[config.mk]
export PLATFORM = sky130hd
export DESIGN_NAME = periph_subsystem
export DESIGN_NICKNAME = d
export VERILOG_FILES = /design/src/verilog/periph_pkg.sv /design/src/verilog/button_counter.sv /design/src/verilog/periph_subsystem.sv /design/src/verilog/peripheral_manager.sv /design/src/verilog/pwm_port.sv
export SDC_FILE = /design/constraint.sdc
export NUM_CORES = 1
export LEC_CHECK = 0
export ABC_AREA = 0
export BUFFER_PORTS_ARGS = -buffer_cell sky130_fd_sc_hd__clkbuf_2
export CAP_MARGIN = 25
export CORE_ASPECT_RATIO = 0.7
export CORE_UTILIZATION = 55
export CTS_BUF_LIST = sky130_fd_sc_hd__clkbuf_4 sky130_fd_sc_hd__clkbuf_8
export DETAILED_ROUTE_END_ITERATION = 12
export GPL_ROUTABILITY_DRIVEN = 0
export PLACE_DENSITY_LB_ADDON = 0.1
export SLEW_MARGIN = 20
export SYNTH_ARGS = -nofsm -noshare
export SYNTH_HDL_FRONTEND = slang
export SYNTH_SLANG_ARGS = --single-unit
[constraint.sdc]
create_clock -name clk -period 3.7 [get_ports clk]
set_input_delay 0 -clock clk [delete_from_list [all_inputs] [get_ports clk]]
set_output_delay 0 -clock clk [all_outputs]
set_load 0.05 [all_outputs]
[src/verilog/periph_pkg.sv]
// Peripheral subsystem shared definitions
// Bus word types, address prefix map, request and strobe bundles
// and the bus manager state encoding

package periph_pkg;

    // Bus data word, also PWM cycle counts and button counts
    typedef logic [31:0] word_t;

    // Byte address as seen on the processor bus
    typedef logic [31:0] addr_t;

    // Peripheral select, address bits 31..29
    typedef logic [2:0] prefix_t;

    // Prefix map
    localparam prefix_t PREFIX_RAM = 3'b000;
    localparam prefix_t PREFIX_PWM = 3'b001;
    localparam prefix_t PREFIX_BTN = 3'b010;

    // One bus transaction, held stable by the master while req is high
    typedef struct packed {
        addr_t addr;
        word_t wdata;
        logic  we;
    } bus_req_t;

    // Write strobes into the PWM port, one cycle per write
    typedef struct packed {
        logic  on_we;
        logic  off_we;
        word_t data;
    } pwm_write_t;

    // Live button edge counts
    typedef struct packed {
        word_t count1;
        word_t count2;
    } btn_counts_t;

    // Handshake FSM of the manager
    typedef enum logic [1:0] {
        IDLE,
        ACCESS,
        RESPOND,
        RELEASE
    } mgr_state_t;

endpackage

[src/verilog/button_counter.sv]
// Button edge counter
// Two channels, each synchronized through a flop chain and
// counting rising edges in a wrapping word counter

module button_counter
    import periph_pkg::*;
#(
    parameter int SYNC_STAGES = 2
) (
    input  logic        clk,
    input  logic        arst_n,
    input  logic        btn1,
    input  logic        btn2,
    output btn_counts_t counts
);

    localparam int NUM_CH = 2;

    // Raw inputs, channel 0 is btn1
    logic [NUM_CH-1:0] btn_in;

    // Synchronizer chains, MSB is the settled level
    logic [NUM_CH-1:0][SYNC_STAGES-1:0] sync_q;

    // Previous settled level for edge detect
    logic [NUM_CH-1:0] prev_q;
    logic [NUM_CH-1:0] rise;

    word_t [NUM_CH-1:0] cnt_q;

    assign btn_in = {btn2, btn1};

    // Rising edge of the synchronized level
    always_comb begin
        for (int ch = 0; ch < NUM_CH; ch++) begin
            rise[ch] = sync_q[ch][SYNC_STAGES-1] && !prev_q[ch];
        end
    end

    always_ff @(posedge clk or negedge arst_n) begin
        if (!arst_n) begin
            sync_q <= '0;
            prev_q <= '0;
            cnt_q  <= '0;
        end else begin
            for (int ch = 0; ch < NUM_CH; ch++) begin
                // Shift in the asynchronous level
                sync_q[ch] <= {sync_q[ch][SYNC_STAGES-2:0], btn_in[ch]};
                prev_q[ch] <= sync_q[ch][SYNC_STAGES-1];
                // Wraps at the word limit
                if (rise[ch]) begin
                    cnt_q[ch] <= cnt_q[ch] + word_t'(1);
                end
            end
        end
    end

    assign counts.count1 = cnt_q[0];
    assign counts.count2 = cnt_q[1];

endmodule

[src/verilog/periph_subsystem.sv]
// Peripheral subsystem top
// Processor bus port into the peripheral manager, with a PWM output
// and two button edge counters behind it

module periph_subsystem
    import periph_pkg::*;
#(
    // Synchronizer depth per button, at least 2
    parameter int SYNC_STAGES = 2
) (
    input  logic     clk,
    input  logic     arst_n,
    input  logic     req,
    input  bus_req_t bus_req,
    output logic     ack,
    output word_t    rdata,
    input  logic     btn1,
    input  logic     btn2,
    output logic     pwm_out
);

    // Manager to PWM strobes
    pwm_write_t  pwm_wr;
    // Live counts back to the manager
    btn_counts_t btn_counts;

    // Bus handshake and decode
    peripheral_manager u_manager (
        .clk        (clk),
        .arst_n     (arst_n),
        .req        (req),
        .bus_req    (bus_req),
        .ack        (ack),
        .rdata      (rdata),
        .pwm_wr     (pwm_wr),
        .btn_counts (btn_counts)
    );

    // Prefix 001
    pwm_port u_pwm (
        .clk     (clk),
        .arst_n  (arst_n),
        .pwm_wr  (pwm_wr),
        .pwm_out (pwm_out)
    );

    // Prefix 010
    button_counter #(
        .SYNC_STAGES (SYNC_STAGES)
    ) u_buttons (
        .clk    (clk),
        .arst_n (arst_n),
        .btn1   (btn1),
        .btn2   (btn2),
        .counts (btn_counts)
    );

endmodule

[src/verilog/peripheral_manager.sv]
// Peripheral manager
// Runs the four-phase req/ack handshake of the processor bus,
// decodes the address prefix, pulses PWM write strobes and
// registers read data from the button counters

module peripheral_manager
    import periph_pkg::*;
(
    input  logic        clk,
    input  logic        arst_n,
    input  logic        req,
    input  bus_req_t    bus_req,
    output logic        ack,
    output word_t       rdata,
    output pwm_write_t  pwm_wr,
    input  btn_counts_t btn_counts
);

    mgr_state_t state;
    mgr_state_t state_nxt;

    // Registered request line
    logic req_q;

    // Copy of the accepted transaction
    bus_req_t req_hold;

    // Decode fields of the held request
    prefix_t acc_prefix;
    logic    acc_sel;

    // Read value picked from the peripherals
    word_t rd_word;

    assign acc_prefix = req_hold.addr[31:29];
    // Offset bit 0 picks the register inside a peripheral
    assign acc_sel    = req_hold.addr[0];

    // Request line sampled once per cycle
    always_ff @(posedge clk or negedge arst_n) begin
        if (!arst_n) begin
            req_q <= 1'b0;
            state <= IDLE;
        end else begin
            req_q <= req;
            state <= state_nxt;
        end
    end

    // Handshake sequencing
    always_comb begin
        state_nxt = state;
        unique case (state)
            IDLE: begin
                // Accept once req has been seen high
                if (req_q) begin
                    state_nxt = ACCESS;
                end
            end
            ACCESS: begin
                state_nxt = RESPOND;
            end
            RESPOND: begin
                // Hold ack until the master lets go
                if (!req_q) begin
                    state_nxt = RELEASE;
                end
            end
            RELEASE: begin
                state_nxt = IDLE;
            end
            default: begin
                state_nxt = IDLE;
            end
        endcase
    end

    // Capture addr, data and we on acceptance
    always_ff @(posedge clk) begin
        if (state == IDLE && req_q) begin
            req_hold <= bus_req;
        end
    end

    // Read mux
    always_comb begin
        unique case (acc_prefix)
            PREFIX_BTN: begin
                rd_word = acc_sel ? btn_counts.count2 : btn_counts.count1;
            end
            // RAM lives elsewhere and PWM is write-only
            default: begin
                rd_word = '0;
            end
        endcase
    end

    // Read data latched on the way into RESPOND
    always_ff @(posedge clk) begin
        if (state == ACCESS) begin
            rdata <= req_hold.we ? '0 : rd_word;
        end
    end

    // PWM strobes high for the single ACCESS cycle
    always_comb begin
        pwm_wr.on_we  = 1'b0;
        pwm_wr.off_we = 1'b0;
        pwm_wr.data   = req_hold.wdata;
        if (state == ACCESS && req_hold.we && acc_prefix == PREFIX_PWM) begin
            pwm_wr.on_we  = !acc_sel;
            pwm_wr.off_we = acc_sel;
        end
    end

    // Ack follows the response state
    assign ack = (state == RESPOND);

endmodule

[src/verilog/pwm_port.sv]
// PWM port
// Programmable on and off cycle counts, written into a pending pair
// and taken over at each period boundary so pulses are never cut short

module pwm_port
    import periph_pkg::*;
(
    input  logic       clk,
    input  logic       arst_n,
    input  pwm_write_t pwm_wr,
    output logic       pwm_out
);

    // Values from the bus, not yet in use
    word_t pend_on;
    word_t pend_off;

    // Values of the running period
    word_t act_on;
    word_t act_off;

    // Cycles elapsed in the current phase
    word_t phase_cnt;
    logic  in_high;

    logic high_done;
    logic period_end;

    // Last cycle of the high phase
    assign high_done = in_high && (phase_cnt == act_on - word_t'(1));

    // Last cycle of the period, zero off skips the low phase
    assign period_end = in_high ?
                        (high_done && act_off == '0) :
                        (act_off == '0 || phase_cnt == act_off - word_t'(1));

    // Bus writes go to the pending pair
    always_ff @(posedge clk or negedge arst_n) begin
        if (!arst_n) begin
            pend_on  <= '0;
            pend_off <= '0;
        end else begin
            if (pwm_wr.on_we) begin
                pend_on <= pwm_wr.data;
            end
            if (pwm_wr.off_we) begin
                pend_off <= pwm_wr.data;
            end
        end
    end

    // Phase sequencing
    always_ff @(posedge clk or negedge arst_n) begin
        if (!arst_n) begin
            act_on    <= '0;
            act_off   <= '0;
            phase_cnt <= '0;
            in_high   <= 1'b0;
        end else if (period_end) begin
            // Reload and start a new period
            act_on    <= pend_on;
            act_off   <= pend_off;
            phase_cnt <= '0;
            // Zero on count means an all-low period
            in_high   <= (pend_on != '0);
        end else if (high_done) begin
            phase_cnt <= '0;
            in_high   <= 1'b0;
        end else begin
            phase_cnt <= phase_cnt + word_t'(1);
        end
    end

    assign pwm_out = in_high;

endmodule
==> flow_metrics.env, run 1 <==
export IMPL_status="complete, but fails checks"
export IMPL_violations="hold timing, setup timing"
export IMPL_first_pass_iters=5
export IMPL_drt_vias_per_instance=5.57
export IMPL_routed_wl_um=33800
export IMPL_synth_cell_type_count=62
export IMPL_setup_viol=32
export IMPL_cap_violations=0
export IMPL_fin_crit_sh=1.01
export IMPL_dieArea_mm2=0.0272
export IMPL_die_x_um=197
export IMPL_grt_start_max_net_pins=82
export IMPL_placementRows=49
export IMPL_syn_area_mm2=0.0146
export IMPL_avgSynthCellArea_um2=12.2
export IMPL_fin_crit_ns=3.75
export IMPL_multi_input_area_mm2=0.00640
export IMPL_drive_gt1_frac=0.285
export IMPL_synth_ff_type="dfrtp_1"
export IMPL_ys_warn_count=0
export IMPL_synth_seq_area_share=0.542
export IMPL_cp_required_ns=4.15
export IMPL_grt_pass1_vias=9659
export IMPL_worstPathMaxFanout=6
export IMPL_syn_num_nets=1280
export IMPL_overflow=0
export IMPL_clkTransAtPathRegs_ns=0.07
export IMPL_yosysTopAreaCell="dfrtp_1"
export IMPL_crit_start="u_pwm.act_on[11]$_DFFE_PN0P_"
export IMPL_synth_top_cell_area_share=0.401
export IMPL_synthTopCellsByArea="dfrtp_1 40%, edfxtp_1 14%, mux2_4 6.2%"
export IMPL_wl_per_cell_um=18.9
export IMPL_fp_coreArea_mm2=0.0259
export IMPL_whs_ns=-0.00267
export IMPL_diodes=0
export IMPL_io_pins=104
export IMPL_worstHoldPathType="input port to asynchronous set/reset pin"
export IMPL_root_buffer="clkbuf_8"
export IMPL_critPathKind="register to register"
export IMPL_clock_path_buffers=3
export IMPL_postSynthCellCount=1200
export IMPL_grt_util_all_layers=0.255
export IMPL_start_util=0.565
export IMPL_hold_viol=1
export IMPL_drc=0
export IMPL_die_y_um=138
export IMPL_yosysMostFrequentCell="dfrtp_1"
export IMPL_setup_slack_ns=-0.0500
export IMPL_htree_num_levels=2
export IMPL_netlist_top_cells_count="234 x dfrtp_1, 112 x nor2_1, 100 x xnor2_1"
export IMPL_reg2reg_from="u_pwm.act_on[11]$_DFFE_PN0P_"
export IMPL_timing_fmax_ghz=0.267
export IMPL_num_nets_final=1478
export IMPL_regArea_mm2=0.00793
export IMPL_grt_first_pass_wirelength_um=54000
export IMPL_ant_nets=0
export IMPL_p_per_area_mw_per_mm2=789
export IMPL_power_leakage_nw=7.96
export IMPL_synth_async_sr_flop_share=0.772
export IMPL_num_vias=9967
export IMPL_final_util=0.672
export IMPL_dp_hpwl_um=24000
export IMPL_numPortBuffers=75
export IMPL_relSlewSlack=0.396
export IMPL_crit_arrival_ns=4.20
export IMPL_antenna_found_initial=0
export IMPL_clkSinkCount=303
export IMPL_clk_latency_ns=0.58
export IMPL_cts_tree="built"
export IMPL_synth_seq_cells=303
export IMPL_tightest_slew_ns=0.906
export IMPL_finalClockSkew_ns=0.0198
export IMPL_drv_slew=0
export IMPL_drt_initial_drc_count=783
export IMPL_syn2layout_area_growth_pct=19.0
export IMPL_rsz0062_at_grt="yes"
export IMPL_numCtsBuffers=46
export IMPL_synth_edf_count=69
export IMPL_ir_drop_v=0.000477
export IMPL_end_kind="register"
export IMPL_n_fill_cell=1983
export IMPL_critPathLaunchType="register"
==> cell type report <==
cell class | count | area share
clock buffer | 80 | 0.0525
clock inverter | 4 | 0.00180
inverter | 11 | 0.00237
multi-input combinational | 830 | 0.368
sequential | 303 | 0.456
tap | 357 | 0.0257
timing repair buffer | 206 | 0.0936
==> power breakdown <==
group | total, W | internal, W | switching [W]
combinational | 0.00590 | 0.00275 | 0.00316
sequential | 0.00499 | 0.00425 | 0.000737
clock | 0.00282 | 0.00155 | 0.00128
==> timing repair <==
item,in CTS,in global routing
setup buffers,5,0
endpoints found under the setup margin,64,64
endpoints found under the hold margin,195,0
pin swaps,1,2
resized for setup,10,7
cloned,2,1
hold buffers,41,0
==> worst paths after layout <==
kind / endpoint / slack [ns] / depth (start not counted)
max: u_pwm.act_off[27]$_DFFE_PN0P_ / -0.05 / 12
min: u_pwm.phase_cnt[4]$_DFF_PN0_ / -0.003 / 2
max reg2reg: u_pwm.act_off[27]$_DFFE_PN0P_ / -0.05 / 12
min reg2reg: u_buttons.sync_q[3]$_DFF_PN0_ / 0.35 / 0
max in group asynchronous: u_buttons.counts[1]$_DFFE_PN0P_ / 2.69 / 3
min in group clk: u_buttons.sync_q[0]$_DFF_PN0_ / 0.06 / 2
==> state kept, by name (all words and copies together), names as in the netlist <==
signal,cells
u_buttons.counts,64
u_manager.pwm_wr,32
u_manager.rdata,32
u_pwm.act_off,32
u_pwm.act_on,32
u_pwm.pend_off,32
u_pwm.pend_on,32
u_pwm.phase_cnt,32
u_buttons.sync_q,4
u_manager.acc_prefix,3
u_buttons.prev_q,2
u_manager.state,2
u_manager.acc_sel,1
u_manager.req_hold,1
u_manager.req_q,1
u_pwm.pwm_out,1
==> worst max-delay path, stage by stage (launching register included) <==
cell       delay, ns
dfrtp_1         0.38
or3_4           0.40
or4_4           0.50
or4_4           0.47
xnor2_1         0.14
mux2i_1         0.14
a21oi_1         0.10
or4_4           0.56
o21ai_4         0.21
buf_12          0.15
buf_12          0.14
clkbuf_16       0.15
mux2_4          0.29
==> cells in the final DEF (no fill, tap or decap), types with 25 or more instances in the layout <==
cell             n
dfrtp_1        233
nor2_1         112
xnor2_1        100
buf_4           79
clkbuf_2        74
xor2_1          72
mux2_2          71
nand2_1         69
edfxtp_1        69
mux2_4          60
clkbuf_8        50
dlygate4sd3_1   41
nand3_1         37
mux2i_1         36
and3_1          30
clkbuf_4        30
nor3_1          25
==> through the flow <==
| step | cell area, um^2 | total power [W] | setup slack [ns] | TNS (ns) | std cells |
|---|---|---|---|---|---|
| floorplan | 14600 | 0.00882 | -0.104 | -6.25 | 1200 |
| detailed placement | 15800 | 0.0106 | -0.127 | -5.66 | 1659 |
| finish | 17400 | 0.0137 | -0.0500 | -1.07 | 1791 |
| global placement | 15800 | 0.0105 | -0.0122 | -0.159 | 1659 |
| CTS | 17400 | 0.0136 | -0.0256 | -0.523 | 1791 |
| global route | 17400 | 0.0145 | -0.124 | -4.00 | 1791 |
==> logic make-up after synthesis <==
logic type / synth area share
DFF: 0.542
adders and majority gates: 0.00856
and+or+nand+nor: 0.143
muxes: 0.141
xor gates and xnor gates: 0.103
buffers and inverters: 0.0245
AOI/OAI and AO/OA: 0.0370
==> per-layer routing <==
metal,routed length [um],global-route usage,vias to the layer above
li1,-,-,4682
met1,17500,0.429,4926
met2,12800,0.321,314
met3,2990,0.0664,45
met4,469,0.0547,0
met5,0,0,-
No activity file was read; power rests on OpenSTA's default activity.
==> inputs of run 2 (changes only) <==
HOLD_SLACK_MARGIN = 0.12   (was not set)
==> flow_metrics.env, run 2 (synthesis gave the netlist of run 1 again) <==
export IMPL_end_kind="register"
export IMPL_regArea_mm2=0.00793
export IMPL_critPathCapture="u_pwm.act_off[27]$_DFFE_PN0P_"
export IMPL_crit_buf_inv=3
export IMPL_die_x_um=197
export IMPL_seq_power_share=0.362
export IMPL_clkTransAtPathRegs_ns=0.06
export IMPL_total_power_w=0.0138
export IMPL_grt_first_pass_wirelength_um=55800
export IMPL_drt_vias_per_instance=5.58
export IMPL_rr_endpoint="u_pwm.act_off[27]$_DFFE_PN0P_"
export IMPL_final_cell_mix="233 x dfrtp_1, 112 x nor2_1, 100 x xnor2_1"
export IMPL_p_per_area_mw_per_mm2=777
export IMPL_cap_violations=0
export IMPL_critPathLaunchType="register"
export IMPL_whs_ns=0.154
export IMPL_tightest_slew_ns=0.938
export IMPL_status="complete, but fails checks"
export IMPL_diodes=0
export IMPL_grt_met2_usage=0.341
export IMPL_worstRegToRegCells=12
export IMPL_final_common_cell="dfrtp_1"
export IMPL_path_delay_family="simple AND/OR/NAND/NOR gates"
export IMPL_numCtsBuffers=46
export IMPL_routed_wl_um=34900
export IMPL_clkSinkCount=303
export IMPL_internal_power_w=0.00857
export IMPL_fin_crit_ns=3.74
export IMPL_hold_viol=0
export IMPL_power_leakage_nw=8.11
export IMPL_crit_path_max_incr_delay_ns=0.56
export IMPL_grt_util_all_layers=0.265
export IMPL_drc=0
export IMPL_first_pass_iters=5
export IMPL_setup_viol=31
export IMPL_clk_latency_ns=0.59
export IMPL_switching_share=0.379
export IMPL_grt_pass1_vias=9968
export IMPL_cp_required_ns=4.15
export IMPL_grt_start_max_net_pins=79
export IMPL_clock_path_buffers=3
export IMPL_rrSetupSlack_ns=-0.04
export IMPL_switchingPower_w=0.00522
export IMPL_die_y_um=138
export IMPL_num_nets_final=1513
export IMPL_ir_drop_v=0.000508
export IMPL_crit_start="u_pwm.act_on[11]$_DFFE_PN0P_"
export IMPL_critPathKind="register to register"
export IMPL_cts_tree="built"
export IMPL_pwr_share_comb=0.432
export IMPL_cp_slowest_cell="or4_4"
export IMPL_wl_per_cell_um=19.1
export IMPL_placed_area_mm2=0.0158
export IMPL_fin_crit_sh=1.01
export IMPL_pwr_share_clk=0.206
export IMPL_drt_initial_drc_count=790
export IMPL_cp_depth=12
export IMPL_io_pins=104
export IMPL_setup_slack_ns=-0.0437
export IMPL_antenna_found_initial=0
export IMPL_final_util=0.686
export IMPL_start_util=0.565
export IMPL_grt_busiest_layer="met1"
export IMPL_crit_arrival_ns=4.20
export IMPL_path_cells="or3_4 -> or4_4 -> or4_4 -> xnor2_1 -> mux2i_1 -> a21oi_1 -> or4_4 -> o21ai_4 -> buf_12 -> buf_12 -> clkbuf_16 -> mux2_4"
export IMPL_numPortBuffers=75
export IMPL_grt_met1_usage=0.436
export IMPL_relSlewSlack=0.375
export IMPL_finalClockSkew_ns=0.0227
export IMPL_worstPathMaxFanout=6
export IMPL_fin_area_mm2=0.0178
export IMPL_worstHoldPathType="input port to register"
export IMPL_crit_top_cell="or4_4"
export IMPL_htree_num_levels=2
export IMPL_rsz0062_at_grt="yes"
export IMPL_largest_reg_flops=64
export IMPL_dieArea_mm2=0.0272
export IMPL_n_fill_cell=1928
export IMPL_reg2reg_from="u_pwm.act_on[11]$_DFFE_PN0P_"
export IMPL_ant_nets=0
export IMPL_drive_gt1_frac=0.278
export IMPL_met3_usage=0.0705
export IMPL_syn2layout_area_growth_pct=21.5
export IMPL_timing_fmax_ghz=0.267
export IMPL_multi_input_area_mm2=0.00640
export IMPL_num_vias=10188
export IMPL_dp_hpwl_um=24000
export IMPL_fp_coreArea_mm2=0.0259
export IMPL_placementRows=49
export IMPL_drv_slew=0
export IMPL_overflow=0
export IMPL_root_buffer="clkbuf_8"
export IMPL_violations="setup timing"
==> run 2: stage by stage <==
step / setup TNS (ns) / instances / setup WS, ns
after detailed placement: -5.66 / 1659 / -0.127
after global routing: -4.01 / 1826 / -0.124
after global placement: -0.159 / 1659 / -0.0122
after floorplan: -6.25 / 1200 / -0.104
final: -0.826 / 1826 / -0.0437
after CTS: -0.523 / 1826 / -0.0256
==> run 2: final cells by class <==
class	count	area share
clock buffers	80	0.0514
clock inverters	4	0.00176
inverters	11	0.00233
multi-input cells	830	0.360
flip-flops and latches	303	0.447
well taps	357	0.0252
repair buffers	241	0.112
==> run 2: power by group through the flow <==
| stage | clock network, W | registers, W | logic, W |
|---|---|---|---|
| after floorplan | 0 | 0.00521 | 0.00360 |
| after global placement | 0 | 0.00498 | 0.00552 |
| after detailed placement | 0 | 0.00501 | 0.00561 |
| after CTS | 0.00290 | 0.00496 | 0.00581 |
| after global routing | 0.00303 | 0.00508 | 0.00644 |
| final | 0.00284 | 0.00500 | 0.00596 |
==> run 2: routing by layer <==
layer | up-vias | wire length, um
met5 | - | 0
met4 | 0 | 517
met3 | 50 | 3030
met2 | 343 | 13500
met1 | 5043 | 17900
li1 | 4752 | -
==> run 2: worst reg2reg max path, stage by stage, from the launching register on <==
cell and delay [ns]:
dfrtp_1 0.38, or3_4 0.40, or4_4 0.50, or4_4 0.47, xnor2_1 0.14, mux2i_1 0.13, a21oi_1 0.10, or4_4 0.56
o21ai_4 0.21, buf_12 0.15, buf_12 0.14, clkbuf_16 0.15, mux2_4 0.29
==> run 2: how the worst min path moves through the flow <==
stage | startpoint | slack [ns] | cells after the start | to
after floorplan | arst_n | -0.30 | 0 | u_buttons.counts[0]$_DFFE_PN0P_
after global placement | arst_n | 0.04 | 1 | u_pwm.phase_cnt[5]$_DFF_PN0_
after detailed placement | arst_n | 0.03 | 1 | u_pwm.phase_cnt[6]$_DFF_PN0_
after CTS | bus_req[29] | 0.12 | 2 | u_manager.pwm_wr[28]$_DFFE_PP_
after global routing | bus_req[30] | 0.12 | 2 | u_manager.pwm_wr[29]$_DFFE_PP_
final | bus_req[30] | 0.15 | 2 | u_manager.pwm_wr[29]$_DFFE_PP_
==> run 2: timing repair <==
action,in CTS,in global routing
cloned,2,1
hold buffers,76,0
setup buffers,5,0
pin swaps,1,2
hold endpoints to repair,274,0
gates resized for setup,10,7
setup endpoints to repair,64,64
